**config.mk**
```make
export PLATFORM = sky130hd
export DESIGN_NAME = ulpb_ring
export DESIGN_NICKNAME = d
export VERILOG_FILES = /design/src/ulpb_pkg.sv /design/src/ulpb_ring.sv /design/src/ulpb_node.sv
export SDC_FILE = /design/constraint.sdc
export NUM_CORES = 1
export LEC_CHECK = 0
export ABC_AREA = 0
export BUFFER_PORTS_ARGS = -buffer_cell sky130_fd_sc_hd__buf_2
export CORE_ASPECT_RATIO = 0.8
export CORE_MARGIN = 5
export CORE_UTILIZATION = 62
export DETAILED_ROUTE_END_ITERATION = 6
export PLACE_DENSITY = 0.9
export SLEW_MARGIN = 10
export SYNTH_ARGS = -nofsm -noshare
export SYNTH_HDL_FRONTEND = slang
export SYNTH_SLANG_ARGS = --single-unit
```
**constraint.sdc**
```tcl
create_clock -name CLK -period 13.9 [get_ports CLK]
set_input_delay 1.39 -clock CLK [delete_from_list [all_inputs] [get_ports CLK]]
set_output_delay 1.39 -clock CLK [all_outputs]
set_load 0.02 [all_outputs]
```
**src/ulpb_pkg.sv**
```systemverilog
`default_nettype none

package ulpb_pkg;

	localparam int ADDR_W = 8;
	localparam int DATA_W = 32;

	// cycles spent in bus_reset, and cycles per bus bit
	localparam int RESET_CNT = 4;
	localparam int BIT_CYCLES = 4;

	localparam int BIT_CNT_W = $clog2(DATA_W);
	localparam int ADDR_IDX_W = $clog2(ADDR_W);
	localparam int RST_CNT_W = $clog2(RESET_CNT);

	typedef logic [ADDR_W-1:0] addr_t;
	typedef logic [DATA_W-1:0] data_t;
	typedef logic [BIT_CNT_W-1:0] bit_cnt_t;
	typedef logic [RST_CNT_W-1:0] rst_cnt_t;

	typedef enum logic [2:0] {
		bus_idle,
		arbi_resolved,
		drive1,
		latch1,
		drive2,
		latch2,
		bus_reset
	} bus_state_t;

	typedef enum logic [1:0] {
		mode_idle,
		mode_tx,
		mode_rx,
		mode_fwd
	} mode_t;

endpackage

`default_nettype wire
```
**src/ulpb_ring.sv**
```systemverilog
`timescale 1ns/1ns
`default_nettype none

module ulpb_ring #(
	parameter int NUM_NODES = 3,
	parameter ulpb_pkg::addr_t ADDR_LIST [NUM_NODES] = '{8'h11, 8'h22, 8'h33},
	parameter ulpb_pkg::addr_t MASK_LIST [NUM_NODES] = '{8'hff, 8'hff, 8'hff}
) (
	input wire logic CLK,
	input wire logic RESET,
	input wire ulpb_pkg::addr_t addr_in [NUM_NODES],
	input wire ulpb_pkg::data_t data_in [NUM_NODES],
	input wire logic pending [NUM_NODES],
	input wire logic req_tx [NUM_NODES],
	output logic ack_tx [NUM_NODES],
	output logic data_latched [NUM_NODES],
	output ulpb_pkg::addr_t addr_out [NUM_NODES],
	output ulpb_pkg::data_t data_out [NUM_NODES],
	output logic req_rx [NUM_NODES],
	input wire logic ack_rx [NUM_NODES],
	output logic tx_fail [NUM_NODES],
	output logic tx_success [NUM_NODES],
	input wire logic tx_ack [NUM_NODES],
	output logic bus_idle [NUM_NODES]
);

	logic ring_din [NUM_NODES];
	logic ring_dout [NUM_NODES];
	logic loop_q;

	// closes the ring, half a cycle lets a driven bit reach every node
	always_ff @(negedge CLK or negedge RESET)
	begin
		if (!RESET)
			loop_q <= 1'b1;
		else
			loop_q <= ring_dout[NUM_NODES-1];
	end

	for (genvar i = 0; i < NUM_NODES; i++)
	begin : g_node
		if (i == 0)
		begin : g_head
			assign ring_din[i] = loop_q;
		end
		else
		begin : g_chain
			assign ring_din[i] = ring_dout[i-1];
		end

		ulpb_node #(
			.ADDRESS(ADDR_LIST[i]),
			.ADDRESS_MASK(MASK_LIST[i])
		) u_node (
			.CLK(CLK),
			.RESET(RESET),
			.din(ring_din[i]),
			.dout(ring_dout[i]),
			.addr_in(addr_in[i]),
			.data_in(data_in[i]),
			.pending(pending[i]),
			.req_tx(req_tx[i]),
			.ack_tx(ack_tx[i]),
			.data_latched(data_latched[i]),
			.addr_out(addr_out[i]),
			.data_out(data_out[i]),
			.req_rx(req_rx[i]),
			.ack_rx(ack_rx[i]),
			.tx_fail(tx_fail[i]),
			.tx_success(tx_success[i]),
			.tx_ack(tx_ack[i]),
			.bus_idle(bus_idle[i])
		);
	end

endmodule

`default_nettype wire

```
**src/ulpb_node.sv**
```systemverilog
`timescale 1ns/1ns
`default_nettype none

module ulpb_node #(
	parameter ulpb_pkg::addr_t ADDRESS = 8'hab,
	parameter ulpb_pkg::addr_t ADDRESS_MASK = 8'hff
) (
	input wire logic CLK,
	input wire logic RESET,
	input wire logic din,
	output logic dout,
	input wire ulpb_pkg::addr_t addr_in,
	input wire ulpb_pkg::data_t data_in,
	input wire logic pending,
	input wire logic req_tx,
	output logic ack_tx,
	output logic data_latched,
	output ulpb_pkg::addr_t addr_out,
	output ulpb_pkg::data_t data_out,
	output logic req_rx,
	input wire logic ack_rx,
	output logic tx_fail,
	output logic tx_success,
	input wire logic tx_ack,
	output logic bus_idle
);

	ulpb_pkg::bus_state_t state, next_state;
	ulpb_pkg::mode_t mode, next_mode;
	ulpb_pkg::rst_cnt_t reset_cnt, next_reset_cnt;
	ulpb_pkg::bit_cnt_t bit_pos, next_bit_pos;
	logic addr_done, next_addr_done;
	logic out_reg, next_out_reg;
	logic self_reset, next_self_reset;
	logic [1:0] in_buf;
	logic arb_din;

	logic next_ack_tx;
	logic next_req_rx;
	logic next_tx_fail;
	logic next_tx_success;
	logic next_data_latched;
	logic word_ind, next_word_ind;

	// transmit side
	ulpb_pkg::addr_t tx_addr, next_tx_addr;
	ulpb_pkg::data_t tx_data0, next_tx_data0;
	ulpb_pkg::data_t tx_data1, next_tx_data1;
	logic end_of_tx, next_end_of_tx;
	logic tx_done, next_tx_done;
	logic wait_ack, next_wait_ack;

	// receive side
	ulpb_pkg::addr_t next_addr_out;
	ulpb_pkg::data_t next_data_out;
	logic [ulpb_pkg::DATA_W-2:0] rx_buf, next_rx_buf;
	logic rx_done, next_rx_done;
	logic rx_overflow, next_rx_overflow;

	logic addr_bit;
	logic data0_bit;
	logic data1_bit;
	logic buf_diff;
	logic addr_match;

	assign addr_bit = tx_addr[bit_pos[ulpb_pkg::ADDR_IDX_W-1:0]];
	assign data0_bit = tx_data0[bit_pos];
	assign data1_bit = tx_data1[bit_pos];
	// samples differ when a node signals reset or acknowledge
	assign buf_diff = in_buf[0] ^ in_buf[1];
	assign addr_match = ((addr_out ^ ADDRESS) & ADDRESS_MASK) == '0;
	assign bus_idle = (state == ulpb_pkg::bus_idle);

	always_ff @(posedge CLK or negedge RESET)
	begin
		if (!RESET)
		begin
			state <= ulpb_pkg::bus_idle;
			mode <= ulpb_pkg::mode_idle;
			reset_cnt <= ulpb_pkg::rst_cnt_t'(ulpb_pkg::RESET_CNT - 1);
			bit_pos <= ulpb_pkg::bit_cnt_t'(ulpb_pkg::ADDR_W - 1);
			addr_done <= 1'b0;
			out_reg <= 1'b1;
			self_reset <= 1'b0;
			ack_tx <= 1'b0;
			req_rx <= 1'b0;
			tx_fail <= 1'b0;
			tx_success <= 1'b0;
			data_latched <= 1'b0;
			word_ind <= 1'b0;
			end_of_tx <= 1'b0;
			tx_done <= 1'b0;
			wait_ack <= 1'b0;
			rx_done <= 1'b0;
			rx_overflow <= 1'b0;
		end
		else
		begin
			state <= next_state;
			mode <= next_mode;
			reset_cnt <= next_reset_cnt;
			bit_pos <= next_bit_pos;
			addr_done <= next_addr_done;
			out_reg <= next_out_reg;
			self_reset <= next_self_reset;
			ack_tx <= next_ack_tx;
			req_rx <= next_req_rx;
			tx_fail <= next_tx_fail;
			tx_success <= next_tx_success;
			data_latched <= next_data_latched;
			word_ind <= next_word_ind;
			end_of_tx <= next_end_of_tx;
			tx_done <= next_tx_done;
			wait_ack <= next_wait_ack;
			rx_done <= next_rx_done;
			rx_overflow <= next_rx_overflow;
		end
	end

	always_ff @(posedge CLK)
	begin
		tx_addr <= next_tx_addr;
		tx_data0 <= next_tx_data0;
		tx_data1 <= next_tx_data1;
		addr_out <= next_addr_out;
		data_out <= next_data_out;
		rx_buf <= next_rx_buf;
	end

	always_ff @(posedge CLK or negedge RESET)
	begin
		if (!RESET)
			in_buf <= 2'b00;
		else if ((state == ulpb_pkg::drive1) || (state == ulpb_pkg::drive2))
			in_buf <= {in_buf[0], din};
	end

	// line level before the loop register echoes a request back around the ring
	always_ff @(negedge CLK or negedge RESET)
	begin
		if (!RESET)
			arb_din <= 1'b1;
		else
			arb_din <= din;
	end

	always_comb
	begin
		next_state = state;
		next_mode = mode;
		next_reset_cnt = reset_cnt;
		next_bit_pos = bit_pos;
		next_addr_done = addr_done;
		next_out_reg = out_reg;
		next_self_reset = self_reset;
		next_ack_tx = ack_tx;
		next_req_rx = req_rx;
		next_tx_fail = tx_fail;
		next_tx_success = tx_success;
		next_data_latched = 1'b0;
		next_word_ind = word_ind;
		next_tx_addr = tx_addr;
		next_tx_data0 = tx_data0;
		next_tx_data1 = tx_data1;
		next_end_of_tx = end_of_tx;
		next_tx_done = tx_done;
		next_wait_ack = wait_ack;
		next_addr_out = addr_out;
		next_data_out = data_out;
		next_rx_buf = rx_buf;
		next_rx_done = rx_done;
		next_rx_overflow = rx_overflow;

		if (ack_tx && !req_tx)
			next_ack_tx = 1'b0;
		if (req_rx && ack_rx)
			next_req_rx = 1'b0;
		if (tx_ack)
		begin
			next_tx_fail = 1'b0;
			next_tx_success = 1'b0;
		end

		case (state)
			ulpb_pkg::bus_idle:
			begin
				// line pulled low, by this node or upstream
				if (!dout)
				begin
					if (req_tx && arb_din)
					begin
						next_tx_addr = addr_in;
						next_tx_data0 = data_in;
						next_mode = ulpb_pkg::mode_tx;
						next_ack_tx = 1'b1;
						next_data_latched = 1'b1;
					end
					else
						next_mode = ulpb_pkg::mode_rx;
					next_state = ulpb_pkg::arbi_resolved;
					next_bit_pos = ulpb_pkg::bit_cnt_t'(ulpb_pkg::ADDR_W - 1);
					next_addr_done = 1'b0;
					next_self_reset = 1'b0;
					next_word_ind = 1'b0;
					next_end_of_tx = 1'b0;
					next_tx_done = 1'b0;
					next_wait_ack = 1'b0;
					next_rx_done = 1'b0;
					next_rx_overflow = 1'b0;
				end
			end

			ulpb_pkg::arbi_resolved:
			begin
				next_state = ulpb_pkg::drive1;
				if (mode == ulpb_pkg::mode_tx)
					next_out_reg = addr_bit;
			end

			ulpb_pkg::drive1:
			begin
				next_state = ulpb_pkg::latch1;
				if ((mode == ulpb_pkg::mode_rx) && addr_done && !addr_match)
					next_mode = ulpb_pkg::mode_fwd;
			end

			ulpb_pkg::latch1:
			begin
				next_state = ulpb_pkg::drive2;
				case (mode)
					ulpb_pkg::mode_tx:
					begin
						if (!end_of_tx && tx_done)
							next_out_reg = 1'b1;
					end
					ulpb_pkg::mode_rx:
					begin
						// invert the held bit to force a reset
						if (rx_overflow)
							next_out_reg = !din;
						else if (rx_done)
							next_out_reg = 1'b0;
					end
					default: ;
				endcase
			end

			ulpb_pkg::drive2:
			begin
				next_state = ulpb_pkg::latch2;
				if (mode == ulpb_pkg::mode_tx)
				begin
					if (tx_done)
						next_end_of_tx = 1'b1;
					else if (bit_pos != '0)
						next_bit_pos = bit_pos - 1'b1;
					else
					begin
						next_bit_pos = ulpb_pkg::bit_cnt_t'(ulpb_pkg::DATA_W - 1);
						next_addr_done = 1'b1;
						if (addr_done)
						begin
							// word boundary, refill the idle word register
							if (pending)
							begin
								next_word_ind = !word_ind;
								next_data_latched = 1'b1;
								if (!word_ind)
									next_tx_data1 = data_in;
								else
									next_tx_data0 = data_in;
							end
							else
								next_tx_done = 1'b1;
						end
					end
				end
			end

			ulpb_pkg::latch2:
			begin
				next_reset_cnt = ulpb_pkg::rst_cnt_t'(ulpb_pkg::RESET_CNT - 1);
				case (mode)
					ulpb_pkg::mode_tx:
					begin
						if (self_reset)
							next_state = ulpb_pkg::bus_reset;
						else if (tx_done && !end_of_tx)
						begin
							next_out_reg = 1'b0;
							next_state = ulpb_pkg::drive1;
							if (buf_diff)
							begin
								next_self_reset = 1'b1;
								next_tx_fail = 1'b1;
							end
						end
						else if (tx_done && end_of_tx)
						begin
							next_wait_ack = 1'b1;
							if (!wait_ack)
								next_state = ulpb_pkg::drive1;
							else
							begin
								// second ack bit toggles only if the receiver took the data
								next_state = ulpb_pkg::bus_reset;
								if (buf_diff)
									next_tx_success = 1'b1;
								else
									next_tx_fail = 1'b1;
							end
						end
						else
						begin
							next_state = ulpb_pkg::drive1;
							if (buf_diff)
							begin
								next_self_reset = 1'b1;
								next_tx_fail = 1'b1;
							end
							else if (!addr_done)
								next_out_reg = addr_bit;
							else if (!word_ind)
								next_out_reg = data0_bit;
							else
								next_out_reg = data1_bit;
						end
					end

					ulpb_pkg::mode_rx:
					begin
						if (self_reset)
							next_state = ulpb_pkg::bus_reset;
						else if (buf_diff)
						begin
							if (rx_overflow)
							begin
								next_self_reset = 1'b1;
								next_state = ulpb_pkg::drive1;
							end
							else
							begin
								// end of data, answer with the ack bit
								next_rx_done = 1'b1;
								if (!rx_done)
								begin
									next_out_reg = 1'b1;
									next_state = ulpb_pkg::drive1;
								end
								else
									next_state = ulpb_pkg::bus_reset;
							end
						end
						else
						begin
							next_state = ulpb_pkg::drive1;
							if (bit_pos != '0)
								next_bit_pos = bit_pos - 1'b1;
							else
							begin
								next_addr_done = 1'b1;
								next_bit_pos = ulpb_pkg::bit_cnt_t'(ulpb_pkg::DATA_W - 1);
								if (addr_done)
								begin
									if (req_rx || ack_rx)
										next_rx_overflow = 1'b1;
									else
									begin
										next_data_out = {rx_buf, in_buf[0]};
										next_req_rx = 1'b1;
									end
								end
							end
							if (!addr_done)
								next_addr_out = {addr_out[ulpb_pkg::ADDR_W-2:0], in_buf[0]};
							else
								next_rx_buf = {rx_buf[ulpb_pkg::DATA_W-3:0], in_buf[0]};
						end
					end

					ulpb_pkg::mode_fwd:
					begin
						if (self_reset)
							next_state = ulpb_pkg::bus_reset;
						else
						begin
							next_state = ulpb_pkg::drive1;
							if (buf_diff)
								next_self_reset = 1'b1;
						end
					end

					default:
						next_state = ulpb_pkg::bus_reset;
				endcase
			end

			ulpb_pkg::bus_reset:
			begin
				if (reset_cnt != '0)
					next_reset_cnt = reset_cnt - 1'b1;
				else
				begin
					next_state = ulpb_pkg::bus_idle;
					next_mode = ulpb_pkg::mode_idle;
				end
			end
		endcase
	end

	// own bit or forwarded din
	always_comb
	begin
		dout = din;
		case (state)
			ulpb_pkg::bus_idle:
				dout = !req_tx && din;
			ulpb_pkg::arbi_resolved:
			begin
				if (mode == ulpb_pkg::mode_tx)
					dout = 1'b0;
			end
			ulpb_pkg::drive1:
			begin
				if ((mode == ulpb_pkg::mode_tx) && !wait_ack)
					dout = out_reg;
				else if ((mode == ulpb_pkg::mode_rx) && rx_done)
					dout = out_reg;
			end
			ulpb_pkg::latch1:
			begin
				if ((mode == ulpb_pkg::mode_tx) && !wait_ack && !self_reset)
					dout = out_reg;
				else if ((mode == ulpb_pkg::mode_rx) && rx_done && !self_reset)
					dout = out_reg;
			end
			ulpb_pkg::drive2:
			begin
				if ((mode == ulpb_pkg::mode_tx) && !end_of_tx && tx_done && !self_reset)
					dout = out_reg;
				else if ((mode == ulpb_pkg::mode_rx) && (rx_done || rx_overflow) && !self_reset)
					dout = out_reg;
			end
			ulpb_pkg::latch2:
			begin
				if ((mode == ulpb_pkg::mode_tx) && !end_of_tx && tx_done)
					dout = out_reg;
				else if ((mode == ulpb_pkg::mode_rx) && (rx_done || rx_overflow))
					dout = out_reg;
			end
			// every node pulls high so the ring settles back to idle
			ulpb_pkg::bus_reset:
				dout = 1'b1;
		endcase
	end

endmodule

`default_nettype wire

```
== Word-level counts from Yosys, hierarchy flattened ==
Cells that the tools add are included.
Cells by class
  add/subtract/negate cells: 6
  magnitude comparators: 6
  equal/unequal tests: 135
  multiplexer cells: 471
  bitwise gates (word level): 30
  reductions and logical operators: 168
Operators by type and width (count)
  two-way mux 32 bit: 24
  two-way mux 1 bit: 309
  one-hot mux 32 bit (2 select lines): 3
  two-way mux 5 bit: 21
  two-way mux 3 bit: 33
  AND reduction 7 bit: 12
  inequality test 2 bit (second input constant): 39
  inequality test 2 x 1 -> 1 bit (second input constant): 33
  one-hot mux 3 bit (7 select lines): 3
  one-hot mux 1 bit (2 select lines): 30
  logical AND 1 bit: 51
  one-hot mux 5 bit (3 select lines): 3
  AND reduction 13 bit: 3
  inequality test 3 bit (second input constant): 12
  AND reduction 3 bit: 12
  AND reduction 6 bit: 6
  binary-select mux 1 bit (select 5 bit): 6
  two-way mux 2 bit: 15
  AND reduction 5 bit: 6
  == test 3 bit (second input constant): 9
  one-hot mux 1 bit (3 select lines): 9
  one-hot mux 3 bit (3 select lines): 3
  AND reduction 9 bit: 3
  nonzero test 3 bit: 9
  32 further kinds: 162
Word-level totals
  register bits: 517
  input bits: 134
  output and inout port bits: 138

== Logic depth before layout (Yosys ltp) ==
  depth in word-level cells: 14
  mapped depth: 11
  mapped depth without buffers: 10

== Hierarchy ==
From an unflattened synthesis, not the netlist that was laid out.
Second synthesis, totals
  cells, all modules: 1343
  area total of the unflattened synthesis: 20767.4 um2
Modules (own cells, without submodules)
  ulpb_node at g_node[1].u_node: instances 1, cells an instance 451, area an instance 6957.9 um2
  ulpb_node at g_node[0].u_node: instances 1, cells an instance 444, area an instance 6891.6 um2
  ulpb_node at g_node[2].u_node: instances 1, cells an instance 446, area an instance 6887.9 um2
  ulpb_ring: instances 1, cells an instance 2, area an instance 30.0 um2

==> Implementation_results.wiki <==
{| class="wikitable"
! Metric !! Value
|-
| Result of the run || completed
|-
| Endpoint arrival time on the critical path || 10.44 ns
|-
| Number of sinks on the clock net || around 520
|-
| Antenna violations before repair || 2
|-
| Setup Skew || around 0.067 ns
|-
| Final total negative setup slack || 0 ns
|-
| Root buf cell || sky130_fd_sc_hd__clkbuf_16
|-
| RSZ-0062 raised after global routing || false
|-
| Horizontal die dimension || around 210 um
|-
| Capturing point of the worst reg2reg path || g_node[2].u_node.tx_data0[13]$_DFFE_PP_
|-
| Via Count || 12,090
|-
| Synth cell types || between 70 and 80
|-
| Path class of the lowest-slack min-delay path || reg2reg
|-
| Post-detailed-route wirelength per cell || 21.90 um
|-
| Placer Congestion || 0.9603
|-
| Sum of overflow across all layers after global routing || 0
|-
| Total length of routed wires || between 40 and 50 mm
|-
| Router iterations before antenna repair || 6
|-
| Chain of cells forming the critical path || o41ai_1, nor3b_1, o31ai_2, buf_4, o21a_1, o21ai_1, a221oi_4, buf_4
|-
| Post-synth ARST share || 0.1702
|-
| Rel. slew slack || 0.3243
|-
| Clock Latency Late Sink || 0.61 ns
|-
| Synthesized instance count || approximately 1,300
|-
| Peak supply drop || ~0.12 mV
|-
| Cell repeated most along the worst path || sky130_fd_sc_hd__buf_4
|-
| Final count of negative-setup-slack endpoints || 0
|-
| Ratio of total power to cell area || approximately 180 nW/um^2
|-
| Pin count of the biggest net entering global routing || between 40 and 50
|-
| Remaining routing DRC violations || 0
|-
| Sequential cell area fraction in the yosys report || 0.7413
|-
| Tot Pwr || approximately 4.2 mW
|-
| Initial cell density of the core || 0.6277
|-
| Count of flip-flops with a built-in enable after synthesis || approximately 430
|-
| Wire length of the first global-routing pass || approximately 67 mm
|-
| Critical-path maximum fanout || 32
|-
| Slew @ Worst Pin || 1.010 ns
|-
| Slowest Stage Delay on Critical Path || 0.42 ns
|-
| Number of nets in the finished design || 1,682
|-
| Number of antenna diodes || 0
|-
| Clock transition at the registers of the reported paths || about 0.070 ns
|-
| Leakage power figure || around 9 nW
|-
| Setup fix buffers added after clock tree synthesis || 0
|-
| Startpoint of the most critical hold path || g_node[0].u_node.rx_buf[30]$_DFFE_PP_
|-
| Final HPWL DP || between 30 and 40 mm
|-
| Most used cells in the layout excluding fill and tap cells || 429 x sky130_fd_sc_hd__edfxtp_1, 270 x sky130_fd_sc_hd__buf_2, 86 x sky130_fd_sc_hd__nand2_1
|-
| Area delta synth->final || 16.01%
|-
| Core Region || about 32,000 sq um
|-
| Die Span Y || roughly 170 um
|-
| CP required || between 10 and 15 ns
|-
| Buffers on Ports || 271
|-
| Count of yosys warnings during synthesis || 0
|-
| Vias in the first global route || 11,910
|-
| Worst hold path cell count || 0
|-
| Net count after synthesis || 1,411
|-
| Number of hold buffers added after cts || 0
|-
| Num ports || roughly 270
|-
| H-tree levels || 2
|-
| Crit-path slowest cell || sky130_fd_sc_hd__a221oi_4
|-
| Post-CTS resize count || 0
|-
| Fin cells || about 2,000
|-
| Count of endpoints failing hold in the final timing report || 0
|-
| Crit. End Element || flop
|-
| Post-synthesis average cell area || around 16 sq um
|-
| Leading registers by flop count || g_node.u_node.data_out: 96 flops, g_node.u_node.tx_data0: 96 flops, g_node.u_node.tx_data1: 96 flops
|-
| Number of cell instances on the worst register-to-register path || 8
|-
| Count of placed standard cells including taps || roughly 1,900
|-
| Family with the most delay on the worst path || compound AO/OA/AOI/OAI gates
|-
| Startpoint Class || flop
|-
| Cell area after synthesis || around 20,000 sq um
|-
| CTS buffer count || between 40 and 50
|-
| Critical path start-end classification || reg2reg
|-
| Global-route usage over all layers || 0.2353
|-
| Number of pins with negative max-slew slack in the final report || 0
|-
| Endpoint of the worst hold path || g_node[0].u_node.data_out[31]$_DFFE_PP_
|-
| Number of buffer and inverter stages on the critical path || 2
|-
| Start of the worst register-to-register path || loop_q$_DFF_NN1_
|-
| FP Rows || 59
|-
| Maximum clock insertion buffer count || 3
|-
| Via density per instance || ~6.1
|-
| Total of max-cap violations || 0
|-
| DRT antenna net count || 0
|-
| Layout cells sized above 1 || 0.3027
|-
| Number of violations reported at the end of detailed-routing iteration 0 || 1,447
|-
| Most common cell after layout, fill and taps aside || sky130_fd_sc_hd__edfxtp_1
|-
| TritonCTS clock tree || done
|-
| Main synth FF type || sky130_fd_sc_hd__edfxtp_1
|-
| Die area || around 37,000 sq um
|-
| Number of synthesized register bits || between 500 and 600
|-
| Reg2Reg Setup Slack || around 3.7 ns
|-
| Worst hold margin || between 0.4 and 0.5 ns
|}
[worst max path at each step]
stage	slack, ns	to	depth (start not counted)	from
after global routing	3.40	g_node[2].u_node.tx_data0[2]$_DFFE_PP_	8	loop_q$_DFF_NN1_
after floorplan	2.50	g_node[2].u_node.tx_data0[0]$_DFFE_PP_	6	loop_q$_DFF_NN1_
after global placement	3.84	g_node[2].u_node.tx_data0[22]$_DFFE_PP_	8	loop_q$_DFF_NN1_
after detailed placement	3.70	g_node[2].u_node.tx_data0[23]$_DFFE_PP_	8	loop_q$_DFF_NN1_
after CTS	3.62	g_node[2].u_node.tx_data0[10]$_DFFE_PP_	8	loop_q$_DFF_NN1_
final	3.66	g_node[2].u_node.tx_data0[13]$_DFFE_PP_	8	loop_q$_DFF_NN1_
[routing by layer]
metal	routed length (um)	global-route usage	up-vias
met5	25	0	-
met4	1143	0.07121	4
met3	4144	0.04371	89
met2	20540	0.3676	697
met1	17800	0.3477	5899
li1	-	-	5397
[synth_stat cells (7+ instances only)]
| cell | instances | area [sq um] |
|---|---|---|
| sky130_fd_sc_hd__a21oi_1 | 51 | 255.2 |
| sky130_fd_sc_hd__a22oi_1 | 9 | 67.56 |
| sky130_fd_sc_hd__a31oi_1 | 14 | 87.58 |
| sky130_fd_sc_hd__buf_1 | 8 | 30.03 |
| sky130_fd_sc_hd__buf_2 | 10 | 50.05 |
| sky130_fd_sc_hd__buf_4 | 19 | 142.6 |
| sky130_fd_sc_hd__clkbuf_1 | 32 | 120.1 |
| sky130_fd_sc_hd__dfrtp_1 | 66 | 1652 |
| sky130_fd_sc_hd__dfstp_2 | 22 | 578.1 |
| sky130_fd_sc_hd__edfxtp_1 | 429 | 12880 |
| sky130_fd_sc_hd__ha_1 | 18 | 225.2 |
| sky130_fd_sc_hd__inv_1 | 47 | 176.4 |
| sky130_fd_sc_hd__inv_2 | 7 | 26.28 |
| sky130_fd_sc_hd__mux2_2 | 9 | 101.4 |
| sky130_fd_sc_hd__mux2i_1 | 21 | 210.2 |
| sky130_fd_sc_hd__mux4_2 | 58 | 1306 |
| sky130_fd_sc_hd__nand2_1 | 86 | 322.8 |
| sky130_fd_sc_hd__nand2b_1 | 12 | 75.07 |
| sky130_fd_sc_hd__nand3_1 | 25 | 125.1 |
| sky130_fd_sc_hd__nand3b_1 | 8 | 60.06 |
| sky130_fd_sc_hd__nand4_1 | 7 | 43.79 |
| sky130_fd_sc_hd__nor2_1 | 78 | 292.8 |
| sky130_fd_sc_hd__nor2b_1 | 10 | 62.56 |
| sky130_fd_sc_hd__nor3_1 | 27 | 135.1 |
| sky130_fd_sc_hd__nor4_1 | 9 | 56.30 |
| sky130_fd_sc_hd__o21a_1 | 17 | 127.6 |
| sky130_fd_sc_hd__o21ai_0 | 34 | 170.2 |
| sky130_fd_sc_hd__o21ai_1 | 7 | 35.03 |
| sky130_fd_sc_hd__o22ai_1 | 10 | 62.56 |
[cell type report]
type / instances / area (sq um)
Sequential cell: 517 / 15110
Fill cell: 1984 / 8830
Tap cell: 427 / 534.3
Clock buffer: 60 / 1308
Multi-Input combinational cell: 618 / 4788
Clock inverter: 28 / 212.7
Timing Repair Buffer: 289 / 1494
Inverter: 54 / 202.7
[metrics by stage]
step	cell area [sq um]	setup slack (ns)	util
after CTS	23650	3.624	0.7282
final	23650	3.659	0.7282
after detailed placement	22140	3.696	0.6815
after global placement	22140	3.841	0.6815
after floorplan	20390	2.500	-
after global routing	23650	3.400	0.7282
[logic make-up after synthesis]
family                     Yosys count  synth area share
AOI/OAI and AO/OA                  209           0.06818
buffers and inverters              124           0.02694
muxes                               90           0.08046
and+or+nand+nor                    293           0.06868
xor gates and xnor gates             8          0.003437
DFF                                517            0.7413
adders and majority gates           18           0.01105
[worst reg2reg max path, stage by stage (launching register included)]
cell	delay (ns)
sky130_fd_sc_hd__dfstp_2	0.40
sky130_fd_sc_hd__o41ai_1	0.37
sky130_fd_sc_hd__nor3b_1	0.11
sky130_fd_sc_hd__o31ai_2	0.24
sky130_fd_sc_hd__buf_4	0.24
sky130_fd_sc_hd__o21a_1	0.33
sky130_fd_sc_hd__o21ai_1	0.37
sky130_fd_sc_hd__a221oi_4	0.42
sky130_fd_sc_hd__buf_4	0.41
[where the power goes]
part           total (mW)  switching [mW]  internal [mW]  leakage (nW)
combinational       0.900           0.490          0.410          3.09
sequential           2.06           0.244           1.81          4.93
clock                1.26           0.554          0.708         0.754
Note: power is estimated with default switching activity, not from simulation.
